<file path="config.mk">
export PLATFORM = sky130hd
export DESIGN_NAME = conv_input_buffer
export DESIGN_NICKNAME = d
export VERILOG_FILES = /design/src/design/conv_fixed_pkg.sv /design/src/design/conv_layer_pkg.sv /design/src/design/conv_input_buffer.sv
export SDC_FILE = /design/constraint.sdc
export NUM_CORES = 1
export LEC_CHECK = 0
export ABC_CLOCK_PERIOD_IN_PS = 4200
export BUFFER_PORTS_ARGS = -buffer_cell sky130_fd_sc_hd__buf_2
export CAP_MARGIN = 20
export CORE_MARGIN = 5
export CORE_UTILIZATION = 50
export DETAILED_ROUTE_END_ITERATION = 16
export MAX_ROUTING_LAYER = met4
export PLACE_DENSITY = 0.69
export SETUP_SLACK_MARGIN = 0.05
export SLEW_MARGIN = 40
export SYNTH_ARGS = -nofsm -noshare
export SYNTH_HDL_FRONTEND = slang
export SYNTH_SLANG_ARGS = --single-unit
</file>
<file path="constraint.sdc">
create_clock -name clk_i -period 4.2 [get_ports clk_i]
set_input_delay 0.63 -clock clk_i [delete_from_list [all_inputs] [get_ports clk_i]]
set_output_delay 0.63 -clock clk_i [all_outputs]
set_load 0.005 [all_outputs]
</file>
<file path="src/design/conv_fixed_pkg.sv">
package conv_fixed_pkg;

    // word format: signed Q4.12
    localparam int WORD_BITS = 16;
    localparam int FRAC_BITS = 12;

    // a Q4.12 times Q4.12 product is Q8.24
    localparam int PROD_BITS = 2 * WORD_BITS;

    // four guard bits above the product
    // six full-scale products plus bias and rounding still fit
    localparam int ACC_BITS = PROD_BITS + 4;

    // sample, weight, bias and output word
    typedef logic signed [WORD_BITS-1:0] word_t;

    // one raw product, Q8.24
    typedef logic signed [PROD_BITS-1:0] prod_t;

    // running sum of products, still with 2*FRAC_BITS fraction bits
    typedef logic signed [ACC_BITS-1:0] acc_t;

    // half an output LSB at accumulator scale
    // adding it before the arithmetic shift rounds half up, towards +inf
    localparam acc_t ROUND_HALF = acc_t'(1) <<< (FRAC_BITS - 1);

    // clamp limits of the output word
    localparam word_t WORD_MAX = {1'b0, {(WORD_BITS-1){1'b1}}};
    localparam word_t WORD_MIN = {1'b1, {(WORD_BITS-1){1'b0}}};

endpackage

</file>
<file path="src/design/conv_layer_pkg.sv">
package conv_layer_pkg;

    // samples per run, each sample carries an i and a q word
    localparam int LAYER_HEIGHT = 8;

    // kernel rows and channels
    localparam int KERNEL_HEIGHT = 3;
    localparam int KERNEL_WIDTH  = 2;

    // valid positions only, no padding and unit stride
    localparam int NUM_OUTPUTS = LAYER_HEIGHT - KERNEL_HEIGHT + 1;

    // one tap per kernel row and channel
    localparam int NUM_TAPS = KERNEL_HEIGHT * KERNEL_WIDTH;

    // words loaded per run
    localparam int NUM_WORDS = LAYER_HEIGHT * KERNEL_WIDTH;

    // shared word/tap counter in the controller
    localparam int CNT_BITS = $clog2(NUM_WORDS);

    // tap t means kernel row t/2 and channel t%2
    typedef logic [2:0] tap_idx_t;

    // 0..5 select the tap weights, 6 the bias, 7 is unused
    typedef logic [2:0] cfg_addr_t;

    localparam cfg_addr_t BIAS_ADDR = 3'd6;

    typedef logic [CNT_BITS-1:0] cnt_t;

    // config write port, only honoured while the layer is idle
    typedef struct packed {
        logic                  we;
        cfg_addr_t             addr;
        conv_fixed_pkg::word_t data;
    } conv_cfg_wr_t;

    // per-cycle command from the controller to every lane
    typedef struct packed {
        logic     clear;
        logic     tap_en;
        tap_idx_t tap;
        logic     bias_en;
    } conv_step_t;

    // one word per output lane
    typedef conv_fixed_pkg::word_t [NUM_OUTPUTS-1:0] out_vec_t;

    typedef enum logic [2:0] {
        READY,
        SHIFT,
        COMPUTE,
        BIAS,
        DONE
    } state_t;

endpackage

</file>
<file path="src/design/conv_input_buffer.sv">
module conv_input_buffer (
    input  logic                      clk_i,
    input  logic                      rst_i,

    // load side, one word per accepted transfer
    input  logic                      shift_en_i,
    input  conv_fixed_pkg::word_t     data_i,

    // read side, one operand per output lane
    input  conv_layer_pkg::tap_idx_t  tap_i,
    output conv_layer_pkg::out_vec_t  lane_data_o
);

    // word n holds sample n/2, channel n%2 once all words are in
    conv_fixed_pkg::word_t buf_q [conv_layer_pkg::NUM_WORDS];

    // new words enter at the top and walk down
    // after NUM_WORDS shifts the first word sits at index 0
    always_ff @(posedge clk_i) begin
        if (shift_en_i) begin
            for (int n = 0; n < conv_layer_pkg::NUM_WORDS - 1; n++) begin
                buf_q[n] <= buf_q[n+1];
            end
            buf_q[conv_layer_pkg::NUM_WORDS-1] <= data_i;
        end
    end

    // tap t picks kernel row k = t/2 and channel c = t%2
    // lane j then needs sample j+k, channel c
    always_comb begin
        int row;
        int chan;
        int idx;
        row  = int'(tap_i) / conv_layer_pkg::KERNEL_WIDTH;
        chan = int'(tap_i) % conv_layer_pkg::KERNEL_WIDTH;
        for (int j = 0; j < conv_layer_pkg::NUM_OUTPUTS; j++) begin
            idx = (j + row) * conv_layer_pkg::KERNEL_WIDTH + chan;
            // unused tap codes 6 and 7 would index past the end
            if (int'(tap_i) < conv_layer_pkg::NUM_TAPS) begin
                lane_data_o[j] = buf_q[idx];
            end else begin
                lane_data_o[j] = '0;
            end
        end
    end

    // an X shifted in here would poison every lane that reads that slot later
    a_data_known : assert property (
        @(posedge clk_i) disable iff (rst_i)
        shift_en_i |-> !$isunknown(data_i)
    ) else $error("unknown input word accepted into buffer");

endmodule

</file>
==> reports/metrics.cfg <==
[logic_synthesis]
synth.distinct_cells = 18
postSynthAreaPerCell_sq_um = 18.3
synth_warnings = 0
syn-instance-count = 687
synth_seq_area_share = 0.612
synth_top_area_frac = 0.612
synth_nets = 711
synth_seq_cells = 256
synth_area_leaders = edfxtp_1, mux4_2, mux2i_1
synth_top_cell_by_area = edfxtp_1
synth_area_sq_um = 12600

[critical_path]
r2r_slack_ns = 3.49
critPathMaxFanout = 19
critPathRequiredTime_ns = 3.57
crit_type = input pin to output pin
end_kind = output pin
cp-start-kind = input pin
worstPathArrival_ns = 2.79

[sta]
worst_slew_pin_slew_ns = 0.832
drv_slew = 0
finalSetupViolCount = 0
max_freq_mhz = 292
layout_setup_ws_ns = 0.776
rsz0062_at_grt = false
relSlewSlack = 0.445
fin_crit_ns = 3.42
tns_ns = 0
final_hold_viol_count = 0
worst_clock_skew_ns = 0.0140
fin_crit_sh = 0.815

[pwr]
power_density_nw_per_um2 = 448
p_comb_frac = 0.137
p_leak_nw = 5.37
seqPwrFrac = 0.475
p_clk_frac = 0.387
net-switching-power_w = 0.00153
intPower_w = 0.00492
p_sw_frac = 0.237
power_w = 0.00645
ir_drop_uv = 341

[global_route]
grt_pass1_wl_mm = 42.6
met3_usage = 0.0297
busiest_layer = met2
grt_max_degree = 98
grt_pass1_vias = 7407
gr-total-overflow = 0
use_met1 = 0.265
grt_use_total = 0.194
met2_usage = 0.315
grt_antenna_before_repair = 0

[final_layout]
drive_gt1_frac = 0.372
largest_reg_flops = 256
regMostFlops = buf_q
nets = 819
top_regs = buf_q (256)
nFillCells = 1944
areaGrowthSynthToFinish_pct = 14.6
final_common_cell = edfxtp_1
antenna_cells = 0
mostFrequentLayoutCells = edfxtp_1, mux2i_1, mux4_2, buf_2, nor2_1

[clocking]
clockRootBuffer = clkbuf_16
numCtsBuffers = 28
clkSinkCount = 256
cts_buffer_depth = 3
post_cts_resized = 0
clock_latency_ns = 0.54
cts_tree = done
postCtsSetupRepairBufs = 0
htree_levels = 1
cts_hold_buf = 0
clk_pin_slew_worst_paths_ns = 0.06

[drt]
vias_per_cell = 6.13
drtIter0Drc = 705
avgRoutedWirePerCell_um = 23.6
first_pass_iters = 4
vias = 7032
ant_nets = 0
post-route-drc-count = 0
routed_wirelength_mm = 27.0

[floorplanning]
start_util = 0.504
coreArea_sq_um = 25000
row_count = 58
die_h_um = 169
io_pins = 118
die_area_sq_um = 28400
die_w_um = 169

[hold_path]
min_path_type = input pin to flop

[run]
max-cap-violations = 0

[placed_design]
port_buffers = 116
gp_congestion = 0.794
dp_hpwl_mm = 16.7
dp_slack_ns = 0.755

[status]
status = complete, no violations

[cells in the mapped netlist]
cell type and n:
inv_2 2, clkbuf_1 22, o221ai_1 16, buf_2 12, nor2_1 80, nand2_1 16, mux2_1 2, ha_1 2
nor3b_1 1, buf_1 2, buf_6 7, mux4_2 113, edfxtp_1 256, nand3b_1 1, mux2i_1 129, or2_1 1
mux2_2 14, buf_4 11
[logic make-up (layout without fill, tap and decap cells)]
family                   Yosys count  count (layout)  share of synthesized area
AO/OA/AOI/OAI                     16              16                     0.0111
AND/OR/NAND/NOR                   99              99                     0.0304
buffers and inverters             56             186                     0.0254
multiplexers                     258             258                      0.320
adder cells (fa/ha/maj)            2               2                    0.00199
flip-flops                       256             256                      0.612
[worst paths after layout]
path,depth (start not counted),to,from
worst max-delay path,7,lane_data_o[63],tap_i[1]
worst min-delay path,1,buf_q[15][9],data_i[9]
worst max register to register,0,buf_q[9][6],buf_q[10][6]
worst min register to register,0,buf_q[13][7],buf_q[14][7]
[through the flow]
stage / hold WS [ns] / utilization / instance area (sq um) / std cells
4_1_cts: 0.249 / 0.577 / 14400 / 1147
6_report: 0.273 / 0.577 / 14400 / 1147
3_5_place_dp: 0.431 / 0.540 / 13500 / 1095
2_1_floorplan: 0.426 / - / 12600 / 687
5_1_grt: 0.253 / 0.577 / 14400 / 1147
3_3_place_gp: 0.430 / 0.540 / 13500 / 1095
[routing by layer]
metal	wire length, um	part of all wire	vias up
met5	0	0	-
met1	11600	0.43	3709
met3	1380	0.051	37
li1	-	-	3074
met4	593	0.022	0
met2	13500	0.50	212
[area by class of cell]
cell class	instances	area, sq um	area share
Multi-Input combinational cell	375	4580	0.318
Clock inverter	17	180	0.0125
Clock buffer	35	748	0.0519
Inverter	2	8.76	0.000608
Tap cell	330	413	0.0287
Timing Repair Buffer	132	788	0.0547
Sequential cell	256	7690	0.534
[critical path, cell delays in order]
cell and delay [ns]:
buf_4 0.14, clkinv_2 0.06, ha_2 0.65, nand3b_1 0.47, buf_4 0.36, o221ai_1 0.29, buf_2 0.18
[power by group through the flow]
stage / logic (W) / clock network (W) / registers (W)
final: 0.000886 / 0.00250 / 0.00307
after global routing: 0.000957 / 0.00263 / 0.00309
after global placement: 0.000871 / 0 / 0.00311
after detailed placement: 0.000892 / 0 / 0.00312
after CTS: 0.000897 / 0.00254 / 0.00307
after floorplan: 0.000564 / 0 / 0.00309
(Power assumes the default switching activity.)
