## src/design/conv_fixed_pkg.sv

```systemverilog
package conv_fixed_pkg;

    // word format: signed Q4.12
    localparam int WORD_BITS = 16;
    localparam int FRAC_BITS = 12;

    // a Q4.12 times Q4.12 product is Q8.24
    localparam int PROD_BITS = 2 * WORD_BITS;

    // four guard bits above the product
    // six full-scale products plus bias and rounding still fit
    localparam int ACC_BITS = PROD_BITS + 4;

    // sample, weight, bias and output word
    typedef logic signed [WORD_BITS-1:0] word_t;

    // one raw product, Q8.24
    typedef logic signed [PROD_BITS-1:0] prod_t;

    // running sum of products, still with 2*FRAC_BITS fraction bits
    typedef logic signed [ACC_BITS-1:0] acc_t;

    // half an output LSB at accumulator scale
    // adding it before the arithmetic shift rounds half up, towards +inf
    localparam acc_t ROUND_HALF = acc_t'(1) <<< (FRAC_BITS - 1);

    // clamp limits of the output word
    localparam word_t WORD_MAX = {1'b0, {(WORD_BITS-1){1'b1}}};
    localparam word_t WORD_MIN = {1'b1, {(WORD_BITS-1){1'b0}}};

endpackage

```

## src/design/conv_layer_pkg.sv

```systemverilog
package conv_layer_pkg;

    // samples per run, each sample carries an i and a q word
    localparam int LAYER_HEIGHT = 8;

    // kernel rows and channels
    localparam int KERNEL_HEIGHT = 3;
    localparam int KERNEL_WIDTH  = 2;

    // valid positions only, no padding and unit stride
    localparam int NUM_OUTPUTS = LAYER_HEIGHT - KERNEL_HEIGHT + 1;

    // one tap per kernel row and channel
    localparam int NUM_TAPS = KERNEL_HEIGHT * KERNEL_WIDTH;

    // words loaded per run
    localparam int NUM_WORDS = LAYER_HEIGHT * KERNEL_WIDTH;

    // shared word/tap counter in the controller
    localparam int CNT_BITS = $clog2(NUM_WORDS);

    // tap t means kernel row t/2 and channel t%2
    typedef logic [2:0] tap_idx_t;

    // 0..5 select the tap weights, 6 the bias, 7 is unused
    typedef logic [2:0] cfg_addr_t;

    localparam cfg_addr_t BIAS_ADDR = 3'd6;

    typedef logic [CNT_BITS-1:0] cnt_t;

    // config write port, only honoured while the layer is idle
    typedef struct packed {
        logic                  we;
        cfg_addr_t             addr;
        conv_fixed_pkg::word_t data;
    } conv_cfg_wr_t;

    // per-cycle command from the controller to every lane
    typedef struct packed {
        logic     clear;
        logic     tap_en;
        tap_idx_t tap;
        logic     bias_en;
    } conv_step_t;

    // one word per output lane
    typedef conv_fixed_pkg::word_t [NUM_OUTPUTS-1:0] out_vec_t;

    typedef enum logic [2:0] {
        READY,
        SHIFT,
        COMPUTE,
        BIAS,
        DONE
    } state_t;

endpackage

```

## src/design/conv_layer_ctrl.sv

```systemverilog
module conv_layer_ctrl (
    input  logic                       clk_i,
    input  logic                       rst_i,

    input  logic                       start_i,

    // input handshake
    input  logic                       valid_i,
    output logic                       ready_o,

    // output handshake
    input  logic                       yumi_i,
    output logic                       valid_o,

    // datapath control
    output logic                       buf_shift_en_o,
    output conv_layer_pkg::conv_step_t step_o,
    output logic                       busy_o
);

    conv_layer_pkg::state_t state_q;
    conv_layer_pkg::state_t state_d;

    // words received in SHIFT, current tap in COMPUTE
    conv_layer_pkg::cnt_t cnt_q;
    conv_layer_pkg::cnt_t cnt_d;

    logic accept;
    logic last_word;
    logic last_tap;

    assign accept    = valid_i && ready_o;
    assign last_word = accept && (int'(cnt_q) == conv_layer_pkg::NUM_WORDS - 1);
    assign last_tap  = int'(cnt_q) == conv_layer_pkg::NUM_TAPS - 1;

    always_comb begin
        state_d = state_q;
        cnt_d   = cnt_q;
        case (state_q)
            conv_layer_pkg::READY: begin
                if (start_i) begin
                    state_d = conv_layer_pkg::SHIFT;
                end
            end
            conv_layer_pkg::SHIFT: begin
                // counter rolls back to zero, ready to count taps
                if (last_word) begin
                    state_d = conv_layer_pkg::COMPUTE;
                    cnt_d   = '0;
                end else if (accept) begin
                    cnt_d = cnt_q + 1'b1;
                end
            end
            conv_layer_pkg::COMPUTE: begin
                if (last_tap) begin
                    state_d = conv_layer_pkg::BIAS;
                    cnt_d   = '0;
                end else begin
                    cnt_d = cnt_q + 1'b1;
                end
            end
            conv_layer_pkg::BIAS: begin
                state_d = conv_layer_pkg::DONE;
            end
            conv_layer_pkg::DONE: begin
                // only back pressure can stretch this state
                if (yumi_i) begin
                    state_d = conv_layer_pkg::READY;
                end
            end
            default: begin
                state_d = conv_layer_pkg::READY;
                cnt_d   = '0;
            end
        endcase
    end

    always_ff @(posedge clk_i) begin
        if (rst_i) begin
            state_q <= conv_layer_pkg::READY;
            cnt_q   <= '0;
        end else begin
            state_q <= state_d;
            cnt_q   <= cnt_d;
        end
    end

    assign ready_o        = state_q == conv_layer_pkg::SHIFT;
    assign valid_o        = state_q == conv_layer_pkg::DONE;
    assign busy_o         = state_q != conv_layer_pkg::READY;
    assign buf_shift_en_o = accept;

    // lanes see one tap per COMPUTE cycle, cleared on tap 0
    always_comb begin
        step_o.tap_en  = state_q == conv_layer_pkg::COMPUTE;
        step_o.clear   = step_o.tap_en && (cnt_q == '0);
        step_o.tap     = conv_layer_pkg::tap_idx_t'(cnt_q);
        step_o.bias_en = state_q == conv_layer_pkg::BIAS;
    end

    // result must not be withdrawn before the consumer takes it
    a_valid_held : assert property (
        @(posedge clk_i) disable iff (rst_i)
        valid_o && !yumi_i |=> valid_o
    ) else $error("valid_o dropped before yumi_i");

    a_yumi_needs_valid : assert property (
        @(posedge clk_i) disable iff (rst_i)
        yumi_i |-> valid_o
    ) else $error("yumi_i asserted without valid_o");

endmodule

```

## config.mk

```make
export PLATFORM = sky130hd
export DESIGN_NAME = conv_layer_ctrl
export DESIGN_NICKNAME = d
export VERILOG_FILES = /design/src/design/conv_fixed_pkg.sv /design/src/design/conv_layer_pkg.sv /design/src/design/conv_layer_ctrl.sv
export SDC_FILE = /design/constraint.sdc
export NUM_CORES = 1
export LEC_CHECK = 0
export BUFFER_PORTS_ARGS = -buffer_cell sky130_fd_sc_hd__buf_2
export CAP_MARGIN = 20
export CORE_AREA = 2 2 39 41
export CTS_CLUSTER_DIAMETER = 60
export DETAILED_ROUTE_END_ITERATION = 6
export DIE_AREA = 0 0 41 43
export PLACE_DENSITY = 0.58
export SLEW_MARGIN = 20
export SYNTH_ARGS = -nofsm -noshare
export SYNTH_HDL_FRONTEND = slang
export SYNTH_SLANG_ARGS = --single-unit
```

## constraint.sdc

```tcl
create_clock -name clk_i -period 1.5 [get_ports clk_i]
set_clock_uncertainty 0.05 [all_clocks]
set_input_delay 0 -clock clk_i [delete_from_list [all_inputs] [get_ports clk_i]]
set_output_delay 0 -clock clk_i [all_outputs]
set_load 0.01 [all_outputs]
```

==> results.md <==
* Crit path time final at 1390 ps
* CP bufs+invs at 3
* Post-Synthesis Cells at 61
* Fill cells at 156
* Power density over cell area at 713 nW/um^2
* WP depth at 5
* Syn_nets at 69
* HP Class: in -> reg
* XOR/XNOR Fraction of Synth Area at 0.0173
* Antenna diodes at 0
* Avg Cell Area, Syn at 8.31 sq um
* Crit end category: primary output
* Synth Cell Area at 507 sq um
* # rows at 14
* VDD IR max at 539 uV
* Via count at 482
* Synth cell types at 30
* Final WL at 1080 um
* Vias in the first global route at 414
* Cts bufs inserted at 3
* Top-count cell post-synth: dfxtp_1
* DR vias/cell at 4.97
* Net count, final at 90
* Ys flop type: dfxtp_1
* Post-CTS setup buffer count at 0
* Tcrit/Tclk final at 0.930
* Pin count of the biggest net entering global routing at 11
* Initial DRC count at 7
* Initial Util at 0.366
* Slew margin rel. at 0.813
* Post-synthesis compound-gate area fraction at 0.173
* H-tree levels at 1
* # IOs at 15
* Worst-Skew Late Latency at 250 ps
* Initial antenna violation count at 0
* Most common cell on crit path: buf_4
* Flops & latches, synth at 7
* GRT overflow at 0
* Clock Sinks at 7
* Final Hold Fails at 0
* Slew at the pin with the worst max-slew slack at 280 ps
* Antenna-violating nets left at 0
* Maxcap violations at 0
* Crit start category: register
* R2r worst-path depth at 4
* RSZ-0062 raised after global routing: no
* Max Clk Rate at 0.717 GHz
* DRC at 0
* Largest stage delay on the critical path at 360 ps
* Top post-synthesis cells by area: dfxtp_1, ha_1, a21oi_1
* Die area at 1760 sq um
* Crit path arrival time at 1340 ps
* Die H at 43 um
* CP Cell Sequence: buf_4, nor3b_4, buf_4, and3_1, buf_2
* Worst path top cell family by delay: buffers and inverters
* DP HPWL at 806 um
* Largest family of logic cells by synthesized area: simple AND/OR/NAND/NOR gates
* Area share of and/or/nand/nor cells after synthesis at 0.348
* GR Util All Layers at 0.149
* Final setup fails at 0
* Status: finished clean
* Slowest CP cell: dfxtp_2
* First-pass GRT wire length at 1770 um
* Non-Filler Cell Area, Final at 643 sq um
* Layout cells sized above 1 at 0.383
* Post-synth EDFFs at 0
* Multi-input logic area at 310 sq um
* Ys async rst share at 0
* Placed Area at 593 sq um
* CTS tree: yes
* Commonest cells post-synth: dfxtp_1, a21oi_1, nor2_1
* Count of TritonRoute iterations in the first routing pass at 4
* GPL Wtd Cong at 0.761
* Slew Limit Fails at 0
* WP data required at 1450 ps
* Die Width at 41 um
* Post-synthesis mux area share at 0
* Reg area at 144 sq um
* Critical-path maximum fanout at 10
* CTS root buf: clkbuf_4
* IO buf count at 14
* Hold path depth at 5
* Wirelength per Cell at 11.1 um
* Post-synth top area cell: dfxtp_1
* CP Class: reg -> out
* Clock tree buffer depth at 2
* Post-synthesis adder-cell area fraction at 0.0741
* Place WS at 61.5 ps
* Leak Pwr at 0.294 nW
* Worst-path clk slew at 50 ps
* Synthesis-to-layout area growth at 26.9%
* Final worst setup slack at 105 ps
* Post-synth top area share at 0.277
* Seq/Total Area, Yosys at 0.277
* Synth warn at 0
* Setup TNS Final at 0 ps
* Core ar. at 1380 sq um
[sequential cells by signal, summed over array words and instances, names as in the netlist]
register	cells
cnt_q	4
state_q	3
[cells by family (layout without fill, tap and decap cells)]
family	count (synthesis)	in the layout
AND/OR/NAND/NOR	27	27
AO/OA/AOI/OAI	14	14
buffers and inverters	9	29
flip-flops	7	7
adder cells (fa/ha/maj)	3	3
XOR/XNOR	1	1
[what timing repair did]
item,CTS,global route
endpoints found under the setup margin,0,6
gates resized for setup,0,3
hold buffers,2,0
hold endpoints to repair,4,0
[metrics by stage]
step / power, mW / hold slack [ps] / cells / utilization
2_1_floorplan: 0.263 / 19.4 / 61 / -
3_3_place_gp: 0.287 / 194 / 91 / 0.429
3_5_place_dp: 0.287 / 198 / 91 / 0.429
4_1_cts: 0.464 / 159 / 97 / 0.462
5_1_grt: 0.496 / 177 / 97 / 0.465
6_report: 0.459 / 151 / 97 / 0.465
[layout make-up]
class	instances	share of cell area
clock buffers	4	0.0409
inverters	4	0.0233
multi-input cells	45	0.482
flip-flops and latches	7	0.224
well taps	16	0.0311
repair buffers	21	0.198
[worst min-delay path, stage by stage]
cell,delay [ps]
buf_2,90
nor2_1,70
a211oi_1,50
a21oi_1,130
nor3_1,60
[where the power goes]
| group | internal, mW | switching, mW |
|---|---|---|
| sequential | 0.193 | 0.00943 |
| combinational | 0.0429 | 0.0421 |
| clock | 0.102 | 0.0698 |
[final timing paths]
| check | start | end | slack [ps] |
|---|---|---|---|
| worst min-delay path | start_i | state_q[0]$_SDFFE_PP0P_ | 150 |
| worst min register to register | state_q[2]$_SDFFE_PP0P_ | state_q[1]$_SDFFE_PP0P_ | 500 |
| worst max-delay path | state_q[0]$_SDFFE_PP0P_ | step_o[5] | 110 |
| worst max register to register | state_q[0]$_SDFFE_PP0P_ | cnt_q[3]$_SDFFE_PP0P_ | 130 |
[metal layers]
metal | track usage | wire length [um]
met1 | 0.195 | 512
met2 | 0.200 | 493
met3 | 0.0942 | 68
met4 | 0.0400 | 4
met5 | 0 | 0
[cell usage in the layout (no fill, tap or decap), types with 3 or more instances in the layout]
master / synthesis / routed
buf_2: 0 / 14
nor2_1: 6 / 6
a21oi_1: 6 / 6
buf_4: 4 / 5
inv_1: 4 / 4
dfxtp_1: 7 / 4
nand2_1: 3 / 3
ha_1: 3 / 3
clkbuf_4: 0 / 3
dfxtp_2: 0 / 3
No activity file was read; power rests on OpenSTA's default activity.
