File: src/design/conv_fixed_pkg.sv
package conv_fixed_pkg;

    // word format: signed Q4.12
    localparam int WORD_BITS = 16;
    localparam int FRAC_BITS = 12;

    // a Q4.12 times Q4.12 product is Q8.24
    localparam int PROD_BITS = 2 * WORD_BITS;

    // four guard bits above the product
    // six full-scale products plus bias and rounding still fit
    localparam int ACC_BITS = PROD_BITS + 4;

    // sample, weight, bias and output word
    typedef logic signed [WORD_BITS-1:0] word_t;

    // one raw product, Q8.24
    typedef logic signed [PROD_BITS-1:0] prod_t;

    // running sum of products, still with 2*FRAC_BITS fraction bits
    typedef logic signed [ACC_BITS-1:0] acc_t;

    // half an output LSB at accumulator scale
    // adding it before the arithmetic shift rounds half up, towards +inf
    localparam acc_t ROUND_HALF = acc_t'(1) <<< (FRAC_BITS - 1);

    // clamp limits of the output word
    localparam word_t WORD_MAX = {1'b0, {(WORD_BITS-1){1'b1}}};
    localparam word_t WORD_MIN = {1'b1, {(WORD_BITS-1){1'b0}}};

endpackage

File: src/design/conv_layer_pkg.sv
package conv_layer_pkg;

    // samples per run, each sample carries an i and a q word
    localparam int LAYER_HEIGHT = 8;

    // kernel rows and channels
    localparam int KERNEL_HEIGHT = 3;
    localparam int KERNEL_WIDTH  = 2;

    // valid positions only, no padding and unit stride
    localparam int NUM_OUTPUTS = LAYER_HEIGHT - KERNEL_HEIGHT + 1;

    // one tap per kernel row and channel
    localparam int NUM_TAPS = KERNEL_HEIGHT * KERNEL_WIDTH;

    // words loaded per run
    localparam int NUM_WORDS = LAYER_HEIGHT * KERNEL_WIDTH;

    // shared word/tap counter in the controller
    localparam int CNT_BITS = $clog2(NUM_WORDS);

    // tap t means kernel row t/2 and channel t%2
    typedef logic [2:0] tap_idx_t;

    // 0..5 select the tap weights, 6 the bias, 7 is unused
    typedef logic [2:0] cfg_addr_t;

    localparam cfg_addr_t BIAS_ADDR = 3'd6;

    typedef logic [CNT_BITS-1:0] cnt_t;

    // config write port, only honoured while the layer is idle
    typedef struct packed {
        logic                  we;
        cfg_addr_t             addr;
        conv_fixed_pkg::word_t data;
    } conv_cfg_wr_t;

    // per-cycle command from the controller to every lane
    typedef struct packed {
        logic     clear;
        logic     tap_en;
        tap_idx_t tap;
        logic     bias_en;
    } conv_step_t;

    // one word per output lane
    typedef conv_fixed_pkg::word_t [NUM_OUTPUTS-1:0] out_vec_t;

    typedef enum logic [2:0] {
        READY,
        SHIFT,
        COMPUTE,
        BIAS,
        DONE
    } state_t;

endpackage

File: src/design/conv_coef_regs.sv
module conv_coef_regs (
    input  logic                        clk_i,
    input  logic                        rst_i,

    // config write port
    input  conv_layer_pkg::conv_cfg_wr_t cfg_i,
    input  logic                        busy_i,

    // read side, indexed by the current tap
    input  conv_layer_pkg::tap_idx_t    tap_i,
    output conv_fixed_pkg::word_t       weight_o,
    output conv_fixed_pkg::word_t       bias_o
);

    conv_fixed_pkg::word_t weight_q [conv_layer_pkg::NUM_TAPS];
    conv_fixed_pkg::word_t bias_q;

    logic wr_ok;

    // writes during a run are dropped
    assign wr_ok = cfg_i.we && !busy_i;

    always_ff @(posedge clk_i) begin
        if (rst_i) begin
            for (int i = 0; i < conv_layer_pkg::NUM_TAPS; i++) begin
                weight_q[i] <= '0;
            end
            bias_q <= '0;
        end else if (wr_ok) begin
            // weights at 0..5, bias at 6, address 7 falls through
            if (int'(cfg_i.addr) < conv_layer_pkg::NUM_TAPS) begin
                weight_q[cfg_i.addr] <= cfg_i.data;
            end else if (cfg_i.addr == conv_layer_pkg::BIAS_ADDR) begin
                bias_q <= cfg_i.data;
            end
        end
    end

    // weight for the tap being processed this cycle
    // out of range taps read as zero so nothing undefined reaches the lanes
    always_comb begin
        if (int'(tap_i) < conv_layer_pkg::NUM_TAPS) begin
            weight_o = weight_q[tap_i];
        end else begin
            weight_o = '0;
        end
    end

    assign bias_o = bias_q;

    // coefficients must hold still for the whole run
    // busy comes from the controller, so this checks the driver of cfg_i against it
    a_no_write_when_busy : assert property (
        @(posedge clk_i) disable iff (rst_i)
        !(cfg_i.we && busy_i)
    ) else $error("config write while layer busy, write dropped");

endmodule

File: config.mk
export PLATFORM = sky130hd
export DESIGN_NAME = conv_coef_regs
export DESIGN_NICKNAME = d
export VERILOG_FILES = /design/src/design/conv_fixed_pkg.sv /design/src/design/conv_layer_pkg.sv /design/src/design/conv_coef_regs.sv
export SDC_FILE = /design/constraint.sdc
export NUM_CORES = 1
export LEC_CHECK = 0
export BUFFER_PORTS_ARGS = -buffer_cell sky130_fd_sc_hd__buf_2
export CAP_MARGIN = 5
export CORE_ASPECT_RATIO = 0.8
export CORE_MARGIN = 8
export CORE_UTILIZATION = 57
export CTS_CLUSTER_SIZE = 14
export DETAILED_ROUTE_END_ITERATION = 12
export GPL_ROUTABILITY_DRIVEN = 0
export GPL_TIMING_DRIVEN = 0
export PLACE_DENSITY = 0.83
export SLEW_MARGIN = 20
export SYNTH_ARGS = -nofsm -noshare
export SYNTH_HDL_FRONTEND = slang
export SYNTH_SLANG_ARGS = --single-unit
File: constraint.sdc
create_clock -name clk_i -period 2.2 [get_ports clk_i]
set_input_delay 0.22 -clock clk_i [delete_from_list [all_inputs] [get_ports clk_i]]
set_output_delay 0.22 -clock clk_i [all_outputs]
set_load 0.005 [all_outputs]
==> results.ini, run 1 <==
[pwr]
combPwrFrac = 0.092
seq_power_share = 0.620
p_switching_mw = 0.960
ir_drop_v = 0.000364
cellInternalPower_mw = 2.98
p_per_area_mw_per_mm2 = 701
clockPowerShare = 0.288
p_leak_nw = 2.18
power.share.switching = 0.244

[layout]
antennaDiodeCount = 0
area_growth_pct = 11.9
layout-drive-gt1-share = 0.198
regArea_mm2 = 0.00320
finish.utilization = 0.659
finalNetCount = 491
fillers = 605
multi_input_area_mm2 = 0.00161

[synth]
syn_area_per_cell_um2 = 12.6
synth_nets = 424
synth_top_area_share = 0.575
synth_async_sr_flop_share = 0
yosys_warnings = 0
synth-edff-count = 96
synthFlopType = edfxtp_1
netlist_area_mm2 = 0.00502
yosysMostFrequentCell = edfxtp_1
synthTopCellsByArea = edfxtp_1 (57%), mux2i_1 (13%), dfxtp_1 (6.4%)
yosys.area.top_type = edfxtp_1
syn_inst = 398
synthTopCellsByCount = edfxtp_1 (96), nor2_1 (81), mux2i_1 (64)
netlist-cell-type-count = 25
ys_ff_latch = 112
ys_seq_area_frac = 0.639

[worst_setup_path]
cp_max_fo = 16
arrival_ns = 1.84
cp-end-kind = flip-flop
start_kind = input pin
path_class = input pin to flip-flop
required_ns = 2.21

[global_routing]
met3_usage = 0.0393
grt_usage = 0.185
grt_pass1_wl_um = 17500
antenna_found_initial = 0
overflow = 0
top_usage_layer = met2
grt_max_degree = 20
first_global_vias = 3295
use_met1 = 0.257
grt_util_met2 = 0.286

[clocking]
numCtsBuffers = 9
cts_sinks = 112
cts-root-buf = clkbuf_8
cts_setup_buffers = 0
htreeDepth = 3
clock_path_buffers = 2
postCtsHoldBufs = 0
clk_pin_slew_ns = 0.11
clock_latency_ns = 0.37
cts_tree = done
cts-resized-gates = 0

[die]
die_w_um = 121
dieArea_mm2 = 0.0121
ios = 58
start_util = 0.589
rows = 30
core_area_mm2 = 0.00852
fp.dieH_um = 99.9

[timing]
finalHoldViolations = 0
drv_slew = 0
fin_crit_ns = 1.83
rsz0062_at_grt = no
max_freq_ghz = 0.546
timing.final.ws_setup_ns = 0.367
skew_ns = 0
maxSlewHeadroom = 0.435
finalSetupTns_ns = 0
finalSetupViolations = 0
worst_pin_slew_ns = 0.847
timing.final.crit_share = 0.833

[routing]
drt-total-wl_um = 10800
drc = 0
firstDrtPassIters = 5
drt_iter0_markers = 231
viasPerCell = 5.54
num_vias = 3225
drtAntennaViolNets = 0
wl_per_cell_um = 18.6

[place]
place_ws_ns = -0.00398
port_buffers = 56
dp_hpwl_um = 7610

[outcome]
status = completed

[min_path]
hold_class = input pin to flip-flop

[run]
drv_cap = 0

[registers in the layout, summed over array words and instances (netlist names)]
name,count
bias_o,16
weight_q,96
[power by group through the flow]
stage | Sequential [mW] | Combinational [mW] | Clock (mW)
2_1_floorplan | 2.48 | 0.223 | 0
3_3_place_gp | 2.48 | 0.355 | 0
3_5_place_dp | 2.49 | 0.364 | 0
4_1_cts | 2.44 | 0.365 | 1.14
5_1_grt | 2.45 | 0.397 | 1.23
6_report | 2.44 | 0.362 | 1.14
[placed cells by master (no fill, tap or decap), types with 2 or more instances in the layout]
cell type and count:
clkinv_4 2, o221ai_1 16, buf_2 62, dfxtp_1 16, inv_1 17, clkbuf_8 9
clkbuf_1 10, nor2_1 81, nand3_1 18, clkinvlp_4 2, or3_1 16, edfxtp_1 96
buf_4 7, inv_6 2, mux2i_1 64, nand2b_1 38
[final timing paths]
check / start / end / slack (ns) / cells after the start
setup / recovery: cfg_i[18] / weight_q[3][12] / 0.37 / 4
hold reg to reg: bias_o[5] / bias_o[5] / 0.47 / 2
setup reg to reg: bias_o[12] / bias_o[12] / 1.58 / 2
hold / removal: cfg_i[8] / bias_o[8] / 0.12 / 3
[metrics by stage]
step / std cells / power, mW / area [um^2] / hold slack (ns)
floorplan: 398 / 2.70 / 5020 / 0.375
global placement: 566 / 2.84 / 5440 / 0.456
detailed placement: 566 / 2.85 / 5440 / 0.459
CTS: 582 / 3.95 / 5620 / 0.104
global route: 582 / 4.07 / 5620 / 0.124
finish: 582 / 3.94 / 5620 / 0.119
[worst max-delay path: stages]
cell	delay [ns]
buf_2	0.14
nor4b_4	0.38
nand3_1	0.36
nand2b_1	0.73
[area by class of cell]
cell class / instances / area share
Sequential cell: 112 / 0.570
Multi-Input combinational cell: 243 / 0.287
Timing Repair Buffer: 56 / 0.0499
Buffer: 26 / 0.0250
Tap cell: 112 / 0.0250
Clock buffer: 9 / 0.0221
Inverter: 17 / 0.0114
Clock inverter: 7 / 0.00980
[routing by layer]
metal  vias up  share of wire
li1       1546              -
met1      1545           0.45
met2       127           0.45
met3         7          0.086
met4         0         0.0079
met5         -              0
[cells by family (layout without fill, tap and decap cells)]
logic type / count (synthesis) / after routing / synth area share
buf+inv: 43 / 115 / 0.0407
compound gates: 18 / 18 / 0.0317
flops: 112 / 112 / 0.639
mux: 64 / 64 / 0.128
simple gates: 161 / 161 / 0.161
No activity file was read; power rests on OpenSTA's default activity.
==> run 2, diff against run 1 <==
==> constraint.sdc (replaced) <==
create_clock -name clk_i -period 1.9 [get_ports clk_i]
set_input_delay 0.19 -clock clk_i [delete_from_list [all_inputs] [get_ports clk_i]]
set_output_delay 0.19 -clock clk_i [all_outputs]
set_load 0.005 [all_outputs]
==> results.ini, run 2 (synthesis results as in run 1) <==
[worst_setup_path]
r2r_slack_ns = 1.28
cp_max_fo = 16
required_ns = 1.90
worstRegToRegCells = 2
path_class = input pin to flip-flop
r2r-start = bias_o[12]
arrival_ns = 1.75
r2r-end = bias_o[12]
start_kind = input pin
cp-end-kind = flip-flop

[die]
dieArea_mm2 = 0.0121
start_util = 0.589
die_w_um = 121
fp.dieH_um = 99.9
core_area_mm2 = 0.00852
rows = 30
ios = 58

[layout]
largest-register = weight_q
finalNetCount = 491
area_growth_pct = 12.0
mostFrequentLayoutCell = edfxtp_1
regArea_mm2 = 0.00320
final_area_mm2 = 0.00562
largest_reg_flops = 96
layout_common_cells = edfxtp_1 (96), nor2_1 (81), mux2i_1 (64)
antennaDiodeCount = 0
multi_input_area_mm2 = 0.00161
fillers = 604
layout-drive-gt1-share = 0.200

[routing]
firstDrtPassIters = 5
viasPerCell = 5.60
drt_iter0_markers = 225
num_vias = 3259
wl_per_cell_um = 18.6
drc = 0
drtAntennaViolNets = 0
drt-total-wl_um = 10800

[timing]
rsz0062_at_grt = no
skew_ns = 0
hold_slack_ns = 0.0887
drv_slew = 0
fin_crit_ns = 1.75
timing.final.ws_setup_ns = 0.147
worst_pin_slew_ns = 0.848
finalHoldViolations = 0
timing.final.crit_share = 0.923
finalSetupViolations = 0
max_freq_ghz = 0.570
maxSlewHeadroom = 0.435

[clocking]
clk_pin_slew_ns = 0.11
cts-resized-gates = 0
cts_sinks = 112
cts_setup_buffers = 0
cts-root-buf = clkbuf_8
clock_latency_ns = 0.37
htreeDepth = 3
postCtsHoldBufs = 0
cts_tree = done
clock_path_buffers = 2
numCtsBuffers = 9

[place]
place_ws_ns = -0.274
port_buffers = 56
placedInstanceArea_mm2 = 0.00544
dp_hpwl_um = 7610

[global_routing]
antenna_found_initial = 0
first_global_vias = 3295
grt_pass1_wl_um = 17500
grt_usage = 0.185
grt_max_degree = 20
overflow = 0

[pwr]
cellInternalPower_mw = 3.45
power.share.switching = 0.244
ir_drop_v = 0.000423
clockPowerShare = 0.288
p_switching_mw = 1.11
combPwrFrac = 0.092
p_leak_nw = 2.18
p_per_area_mw_per_mm2 = 812
seq_power_share = 0.620

[min_path]
whs_path_depth = 3
hold_start = cfg_i[8]
hold_class = input pin to flip-flop
min_to = bias_o[8]

[run]
drv_cap = 0

[outcome]
status = completed

[run 2: layer usage]
layer  vias up  global-route usage  routed length [um]
met5         -                   0                   0
met4         0              0.0546                 118
met3        10              0.0393                 899
met2       144               0.286                4910
met1      1555               0.257                4910
li1       1550                   -                   -
[run 2: power groups by stage]
stage          combinational [mW]  sequential (mW)  clock [mW]
2_1_floorplan               0.258             2.87           0
3_3_place_gp                0.411             2.87           0
6_report                    0.420             2.83        1.31
4_1_cts                     0.423             2.83        1.32
3_5_place_dp                0.421             2.88           0
5_1_grt                     0.460             2.84        1.42
[run 2: through the flow]
step                 util  cells  TNS, ns  power [mW]
floorplan               -    398        0        3.13
global placement    0.638    566    -9.25        3.28
detailed placement  0.638    566   -11.93        3.30
CTS                 0.659    582        0        4.57
global route        0.659    582        0        4.72
finish              0.659    582        0        4.56
[run 2: worst max path at each step]
stage | start | slack (ns) | cells after the start | to
floorplan | busy_i | 0.29 | 3 | weight_q[1][0]
global placement | busy_i | -0.25 | 4 | weight_q[3][7]
detailed placement | busy_i | -0.27 | 4 | weight_q[3][7]
CTS | busy_i | 0.13 | 4 | weight_q[3][13]
global route | cfg_i[18] | 0.05 | 4 | weight_q[1][10]
finish | cfg_i[18] | 0.15 | 4 | weight_q[1][10]
[run 2: final cells by class]
class	count	area share
Clock inverter	7	0.00980
Sequential cell	112	0.570
Clock buffer	9	0.0220
Buffer	26	0.0249
Timing Repair Buffer	56	0.0499
Tap cell	112	0.0249
Multi-Input combinational cell	243	0.287
Inverter	17	0.0114
[run 2: critical path: stages]
cell,delay [ns]
buf_2,0.14
nor4b_4,0.38
nand3_1,0.35
nand2b_1,0.69
