$ cat src/design/conv_fixed_pkg.sv
package conv_fixed_pkg;

    // word format: signed Q4.12
    localparam int WORD_BITS = 16;
    localparam int FRAC_BITS = 12;

    // a Q4.12 times Q4.12 product is Q8.24
    localparam int PROD_BITS = 2 * WORD_BITS;

    // four guard bits above the product
    // six full-scale products plus bias and rounding still fit
    localparam int ACC_BITS = PROD_BITS + 4;

    // sample, weight, bias and output word
    typedef logic signed [WORD_BITS-1:0] word_t;

    // one raw product, Q8.24
    typedef logic signed [PROD_BITS-1:0] prod_t;

    // running sum of products, still with 2*FRAC_BITS fraction bits
    typedef logic signed [ACC_BITS-1:0] acc_t;

    // half an output LSB at accumulator scale
    // adding it before the arithmetic shift rounds half up, towards +inf
    localparam acc_t ROUND_HALF = acc_t'(1) <<< (FRAC_BITS - 1);

    // clamp limits of the output word
    localparam word_t WORD_MAX = {1'b0, {(WORD_BITS-1){1'b1}}};
    localparam word_t WORD_MIN = {1'b1, {(WORD_BITS-1){1'b0}}};

endpackage

$ cat src/design/conv_layer_pkg.sv
package conv_layer_pkg;

    // samples per run, each sample carries an i and a q word
    localparam int LAYER_HEIGHT = 8;

    // kernel rows and channels
    localparam int KERNEL_HEIGHT = 3;
    localparam int KERNEL_WIDTH  = 2;

    // valid positions only, no padding and unit stride
    localparam int NUM_OUTPUTS = LAYER_HEIGHT - KERNEL_HEIGHT + 1;

    // one tap per kernel row and channel
    localparam int NUM_TAPS = KERNEL_HEIGHT * KERNEL_WIDTH;

    // words loaded per run
    localparam int NUM_WORDS = LAYER_HEIGHT * KERNEL_WIDTH;

    // shared word/tap counter in the controller
    localparam int CNT_BITS = $clog2(NUM_WORDS);

    // tap t means kernel row t/2 and channel t%2
    typedef logic [2:0] tap_idx_t;

    // 0..5 select the tap weights, 6 the bias, 7 is unused
    typedef logic [2:0] cfg_addr_t;

    localparam cfg_addr_t BIAS_ADDR = 3'd6;

    typedef logic [CNT_BITS-1:0] cnt_t;

    // config write port, only honoured while the layer is idle
    typedef struct packed {
        logic                  we;
        cfg_addr_t             addr;
        conv_fixed_pkg::word_t data;
    } conv_cfg_wr_t;

    // per-cycle command from the controller to every lane
    typedef struct packed {
        logic     clear;
        logic     tap_en;
        tap_idx_t tap;
        logic     bias_en;
    } conv_step_t;

    // one word per output lane
    typedef conv_fixed_pkg::word_t [NUM_OUTPUTS-1:0] out_vec_t;

    typedef enum logic [2:0] {
        READY,
        SHIFT,
        COMPUTE,
        BIAS,
        DONE
    } state_t;

endpackage

$ cat src/design/conv_mac_lane.sv
module conv_mac_lane (
    input  logic                       clk_i,
    input  logic                       rst_i,

    // command from the controller
    input  conv_layer_pkg::conv_step_t step_i,

    // operands for this cycle
    input  conv_fixed_pkg::word_t      sample_i,
    input  conv_fixed_pkg::word_t      weight_i,
    input  conv_fixed_pkg::word_t      bias_i,

    output conv_fixed_pkg::word_t      result_o
);

    conv_fixed_pkg::prod_t product;
    conv_fixed_pkg::acc_t  acc_q;
    conv_fixed_pkg::acc_t  biased;
    conv_fixed_pkg::acc_t  scaled;
    conv_fixed_pkg::word_t sat;
    conv_fixed_pkg::word_t result_q;

    // full precision Q8.24 product, operands sign extended
    assign product = sample_i * weight_i;

    // first tap of a run overwrites, the rest accumulate
    always_ff @(posedge clk_i) begin
        if (step_i.tap_en) begin
            if (step_i.clear) begin
                acc_q <= conv_fixed_pkg::acc_t'(product);
            end else begin
                acc_q <= acc_q + conv_fixed_pkg::acc_t'(product);
            end
        end
    end

    // bias moved up to accumulator scale, then round half up
    assign biased = acc_q
                  + (conv_fixed_pkg::acc_t'(bias_i) <<< conv_fixed_pkg::FRAC_BITS)
                  + conv_fixed_pkg::ROUND_HALF;

    // back to Q4.12 scale, sign preserved
    assign scaled = biased >>> conv_fixed_pkg::FRAC_BITS;

    // clamp into the output word
    always_comb begin
        if (scaled > conv_fixed_pkg::acc_t'(conv_fixed_pkg::WORD_MAX)) begin
            sat = conv_fixed_pkg::WORD_MAX;
        end else if (scaled < conv_fixed_pkg::acc_t'(conv_fixed_pkg::WORD_MIN)) begin
            sat = conv_fixed_pkg::WORD_MIN;
        end else begin
            sat = conv_fixed_pkg::word_t'(scaled);
        end
    end

    // result held until the next run's bias cycle
    always_ff @(posedge clk_i) begin
        if (rst_i) begin
            result_q <= '0;
        end else if (step_i.bias_en) begin
            result_q <= sat;
        end
    end

    assign result_o = result_q;

    // bias cycle must follow the last tap, never overlap it
    a_tap_bias_exclusive : assert property (
        @(posedge clk_i) disable iff (rst_i)
        !(step_i.tap_en && step_i.bias_en)
    ) else $error("tap_en and bias_en high in the same cycle");

endmodule

$ cat config.mk
export PLATFORM = sky130hd
export DESIGN_NAME = conv_mac_lane
export DESIGN_NICKNAME = d
export VERILOG_FILES = /design/src/design/conv_fixed_pkg.sv /design/src/design/conv_layer_pkg.sv /design/src/design/conv_mac_lane.sv
export SDC_FILE = /design/constraint.sdc
export NUM_CORES = 1
export LEC_CHECK = 0
export ABC_AREA = 1
export BUFFER_PORTS_ARGS = -buffer_cell sky130_fd_sc_hd__buf_2
export CAP_MARGIN = 20
export CORE_UTILIZATION = 40
export CTS_BUF_LIST = sky130_fd_sc_hd__clkbuf_4
export CTS_CLUSTER_SIZE = 10
export DETAILED_ROUTE_END_ITERATION = 12
export GPL_TIMING_DRIVEN = 0
export SLEW_MARGIN = 15
export SYNTH_ARGS = -nofsm -noshare
export SYNTH_HDL_FRONTEND = slang
export SYNTH_SLANG_ARGS = --single-unit
$ cat constraint.sdc
create_clock -name clk_i -period 10.85 [get_ports clk_i]
set_input_delay 1.6275 -clock clk_i [delete_from_list [all_inputs] [get_ports clk_i]]
set_output_delay 1.6275 -clock clk_i [all_outputs]
set_load 0.1 [all_outputs]
==> results of run 1 <==
==> routing by layer <==
metal | up-vias | GRT usage [%] | share of wire (%)
li1 | 7041 | - | -
met1 | 7107 | 33.2 | 45
met2 | 361 | 41.8 | 48
met3 | 59 | 1.38 | 4.7
met4 | 0 | 5.49 | 2.2
met5 | - | 0 | 0
==> sequential cells by signal, indices dropped and copies added, names as in the netlist <==
register,cells
acc_q,36
result_o,16
==> cell usage in the layout (no fill, tap or decap), types with 10 or more instances in the layout <==
cell / count
buf_2: 42
a31oi_1: 10
nand2_1: 616
o21bai_1: 15
dfxtp_1: 16
ha_1: 141
clkbuf_1: 65
nor2_1: 126
a21o_1: 10
inv_1: 594
o21ai_0: 82
or2_2: 13
xnor2_1: 30
nand3_1: 68
edfxtp_1: 36
a21oi_2: 10
nor3_1: 14
fa_1: 264
nand2_2: 11
nand4_1: 26
a21oi_1: 91
xor2_1: 32
==> worst max-delay path by stage <==
| stage | cells after the start | slack [ns] | end | from |
|---|---|---|---|---|
| finish | 31 | 1.08 | acc_q[35] | sample_i[7] |
| global route | 31 | 0.60 | acc_q[35] | sample_i[7] |
| CTS | 34 | 1.21 | acc_q[29] | sample_i[7] |
| detailed placement | 34 | 0.77 | acc_q[29] | sample_i[7] |
| global placement | 34 | 0.76 | acc_q[29] | sample_i[7] |
| floorplan | 30 | 2.38 | acc_q[35] | weight_i[7] |
==> logic make-up after synthesis <==
group / count (synthesis)
and+or+nand+nor: 898
buffers and inverters: 665
adders and majority gates: 405
AOI/OAI and AO/OA: 237
xor gates and xnor gates: 63
DFF: 52
==> through the flow <==
stage	utilization [%]	worst slack, ns	instances	instance area, sq um
5_1_grt	42.9	0.600	2904	17500
4_1_cts	42.9	1.21	2902	17500
2_1_floorplan	-	2.38	2320	16600
3_5_place_dp	42.7	0.772	2894	17500
3_3_place_gp	42.7	0.764	2894	17500
6_report	42.9	1.08	2904	17500
==> cell type report <==
type,count,area share (%)
Clock buffer,5,0.214
Timing Repair Buffer,42,1.20
Buffer,68,1.59
Clock inverter,3,0.0927
Sequential cell,52,7.99
Inverter,597,12.8
Multi-Input combinational cell,1603,72.3
Antenna cell,2,0.0285
Tap cell,532,3.79
==> worst register-to-register path, delay by kind of cell (launching register included) <==
| kind | cells | cell delay [ns] |
|---|---|---|
| DFF | 1 | 0.41 |
| AOI/OAI and AO/OA | 3 | 0.93 |
| and+or+nand+nor | 8 | 0.83 |
| buffers and inverters | 1 | 0.10 |
| adders and majority gates | 2 | 0.70 |
==> results.cfg, run 1 <==
[sta]
rsz0062_at_grt = false
setup_violations = 0
worstMarginPinSlew_ns = 0.930
holdWs_ns = 0.501
clock.fmax_mhz = 102
setup-tns-final_ns = 0
period_needed_ns = 9.77
final_max_slew_viol_count = 0
finalHoldViolations = 0
timing.final.crit_share_pct = 90.0
maxSlewHeadroom_pct = 38.0
finalClockSkew_ns = 0.0218

[critical_path]
crit_arrival_ns = 9.95
crit_path_start_kind = input pin
rr_endpoint = acc_q[32]
path_class = in2reg
crit_buf_inv = 8
cpLargestDelayFamily = adder cells
max_stage_delay_ns = 0.57
critical-path-slowest-cell = fa_1
cp.required_ns = 11.03
r2r_cells = 14
cp_max_fo = 10
rrSetupSlack_ns = 7.66
timing.rr.start = acc_q[0]
cp-end-kind = flip-flop

[cts]
htreeDepth = 2
post_cts_resized = 0
clockBufferDepth = 2
clkTransAtPathRegs_ns = 0.18
cts_buffers = 5
postCtsHoldBufs = 0
clock-root-buffer = clkbuf_4
insertion_delay_ns = 0.42
cts_tree = built
cts_setup_buffers = 0
cts.sinks = 52

[floorplanning]
num_rows = 74
core-area_sq_mm = 0.0409
start_util_pct = 40.6
ios = 72
die_w_um = 206
dieArea_sq_mm = 0.0424
die_h_um = 206

[logic_synthesis]
yosys.area_share.simple_pct = 22.3
yosysMostFrequentCell = nand2_1
async_reset_ff_share_pct = 0
synth_common_cells = nand2_1, inv_1, fa_1
synth-compound-area-share_pct = 8.20
synth_area_per_cell_sq_um = 7.16
synthFlopType = edfxtp_1
synth_top_family_by_area = adder cells
synth_top_cell_area_share_pct = 31.8
synthTopCellsByArea = fa_1, nand2_1, inv_1, ha_1, edfxtp_1
yosys.area.top_type = fa_1
synthAdderAreaFrac_pct = 42.4
syn_inst = 2320
synth_edf_count = 36
ys_warn_count = 0
ys_types = 50
synth-seq-area-share_pct = 8.43
ys_ff_latch = 52
synth-xor-area-share_pct = 3.43
muxShareOfSynthArea_pct = 0
netlist_area_sq_mm = 0.0166
synth_fp_nets = 2781

[routing]
viasPerCell = 5.02
drtIter0Drc = 947
ant_nets = 0
dr.pass1.iters = 5
finalWirelength_um = 50100
drc = 0
vias = 14600
wire_per_inst_um = 17.3

[finish]
seqCellArea_sq_mm = 0.00140
final_nets = 2830
drive_above_1_share_pct = 4.43
multiInputGateArea_sq_mm = 0.0127
area.growth.synth_to_final_pct = 5.63
nFillCells = 4290

[global_routing]
grt_max_degree = 37
grt_pass1_vias = 14400
grt_usage_pct = 24.2
grt_pass1_wl_um = 78800
antenna_found_initial = 2
grt_overflow = 0

[min_path]
min_path_cells = 2
min_to = result_o[15]
worstHoldStart = result_o[15]
hp-class = reg2reg

[job]
cap_violations = 0

[outcome]
status = finished clean

[placement]
portBuffers = 42
dpl.hpwl_um = 43200
gp_congestion = 0.909
Power of run 1 is not shown: default switching activity piles up to over one toggle a cycle in this logic, so the estimate is an artifact.
==> inputs of run 2 (changes only) <==
--- a/config.mk
+++ b/config.mk
@@ -13,6 +13,7 @@
 export CTS_CLUSTER_SIZE = 10
 export DETAILED_ROUTE_END_ITERATION = 12
 export GPL_TIMING_DRIVEN = 0
+export REMOVE_ABC_BUFFERS = 1
 export SLEW_MARGIN = 15
 export SYNTH_ARGS = -nofsm -noshare
 export SYNTH_HDL_FRONTEND = slang
==> run 2 against run 1 <==
Compared with the run above:
- clock-buffer cell count is the same
- final area is 0.71% lower
- worst hold slack worse by 0.0056 ns
- critical path depth up 1
- wire length down 13%
- clock skew shrank 0.0024 ns
- fmax up 6.5%
- critical endpoint unchanged
- largest cell class unchanged
==> results.cfg, run 2 (synthesis results as in run 1) <==
[sta]
rsz0062_at_grt = false
final_max_slew_viol_count = 0
finalHoldViolations = 0
period_needed_ns = 9.17
holdWs_ns = 0.495
worstMarginPinSlew_ns = 0.944
finalClockSkew_ns = 0.0193
setup-tns-final_ns = 0
setup_violations = 0
maxSlewHeadroom_pct = 36.7
timing.final.crit_share_pct = 84.5
clock.fmax_mhz = 109

[cts]
cts_buffers = 5
postCtsHoldBufs = 0
clockBufferDepth = 2
insertion_delay_ns = 0.43
clock-root-buffer = clkbuf_4
cts.sinks = 52
cts_setup_buffers = 0
clkTransAtPathRegs_ns = 0.18
post_cts_resized = 0
cts_tree = built
htreeDepth = 2

[global_routing]
grt_usage_pct = 21.4
grt_pass1_vias = 14000
antenna_found_initial = 2
grt_overflow = 0
grt_max_degree = 43
grt_pass1_wl_um = 71700

[routing]
finalWirelength_um = 43700
viasPerCell = 4.92
vias = 14100
drc = 0
wire_per_inst_um = 15.3
dr.pass1.iters = 5
ant_nets = 0
drtIter0Drc = 786

[finish]
final_common_cell = nand2_1
seqCellArea_sq_mm = 0.00140
largest_reg_flops = 36
final_cell_mix = nand2_1, inv_1, fa_1, ha_1, nor2_1
area.growth.synth_to_final_pct = 4.87
final_nets = 2788
drive_above_1_share_pct = 5.54
nFillCells = 4353
regMostFlops = acc_q
multiInputGateArea_sq_mm = 0.0127

[job]
cap_violations = 0

[critical_path]
path_class = in2reg
cp-end-kind = flip-flop
r2r_cells = 14
crit_path_start_kind = input pin
max_stage_delay_ns = 0.66
critical-path-slowest-cell = fa_1
cp_max_fo = 16
rr_endpoint = acc_q[32]
path_common_cell = inv_1
timing.rr.start = acc_q[0]
rrSetupSlack_ns = 7.82
crit_arrival_ns = 9.37
cp.required_ns = 11.05

[floorplanning]
die_w_um = 206
start_util_pct = 40.6
die_h_um = 206
dieArea_sq_mm = 0.0424
ios = 72
core-area_sq_mm = 0.0409
num_rows = 74

[min_path]
min_path_cells = 2
worstHoldStart = result_o[15]
min_to = result_o[15]
hp-class = reg2reg

[placement]
gp_congestion = 0.944
dpl.hpwl_um = 38000
portBuffers = 68

[outcome]
status = finished clean
run 2: cell types whose count changed in the layout (fill, tap and decap cells not counted), sizes merged:
cell | previous run | this run
buf | 45 | 68
inv | 599 | 597
clkinv | 1 | 2
diode | 2 | 1
clkbuf | 70 | 5
bufinv | 0 | 1
run 2: worst max-delay path by stage:
stage | startpoint | end | slack [ns] | cells after the start
4_1_cts | sample_i[15] | acc_q[35] | 1.64 | 32
6_report | weight_i[1] | acc_q[35] | 1.68 | 32
3_3_place_gp | weight_i[1] | acc_q[35] | 1.19 | 32
3_5_place_dp | sample_i[15] | acc_q[35] | 1.19 | 32
5_1_grt | weight_i[1] | acc_q[33] | 1.13 | 32
2_1_floorplan | weight_i[1] | acc_q[35] | 2.71 | 28
run 2: per-layer routing:
metal / vias up / track usage (%) / routed length, um
li1: 6946 / - / -
met1: 6801 / 30.2 / 20600
met2: 297 / 35.4 / 20200
met3: 46 / 1.88 / 2050
met4: 0 / 4.46 / 815
met5: - / 0 / 0
run 2: area by class of cell:
class / instances / area share [%]
diodes: 1 / 0.0144
well taps: 532 / 3.82
flip-flops and latches: 52 / 8.04
repair buffers: 68 / 1.95
clock inverters: 3 / 0.244
inverters: 597 / 12.9
clock buffers: 5 / 0.215
multi-input cells: 1603 / 72.8
run 2: worst max-delay path, delay by kind of cell:
family          cells  cell delay (ns)
compound gates      5             1.16
xor+xnor            1             0.19
fa+ha+maj           8             3.90
buf+inv             8             1.24
simple gates       10             1.26
run 2: stage by stage:
step | utilization [%] | cell area, sq um | worst slack (ns) | cells
floorplan | - | 16300 | 2.71 | 2252
global placement | 42.4 | 17300 | 1.19 | 2852
detailed placement | 42.4 | 17300 | 1.19 | 2852
CTS | 42.6 | 17400 | 1.64 | 2860
global route | 42.6 | 17400 | 1.13 | 2861
finish | 42.6 | 17400 | 1.68 | 2861
Power of run 2 is left out for the same reason.
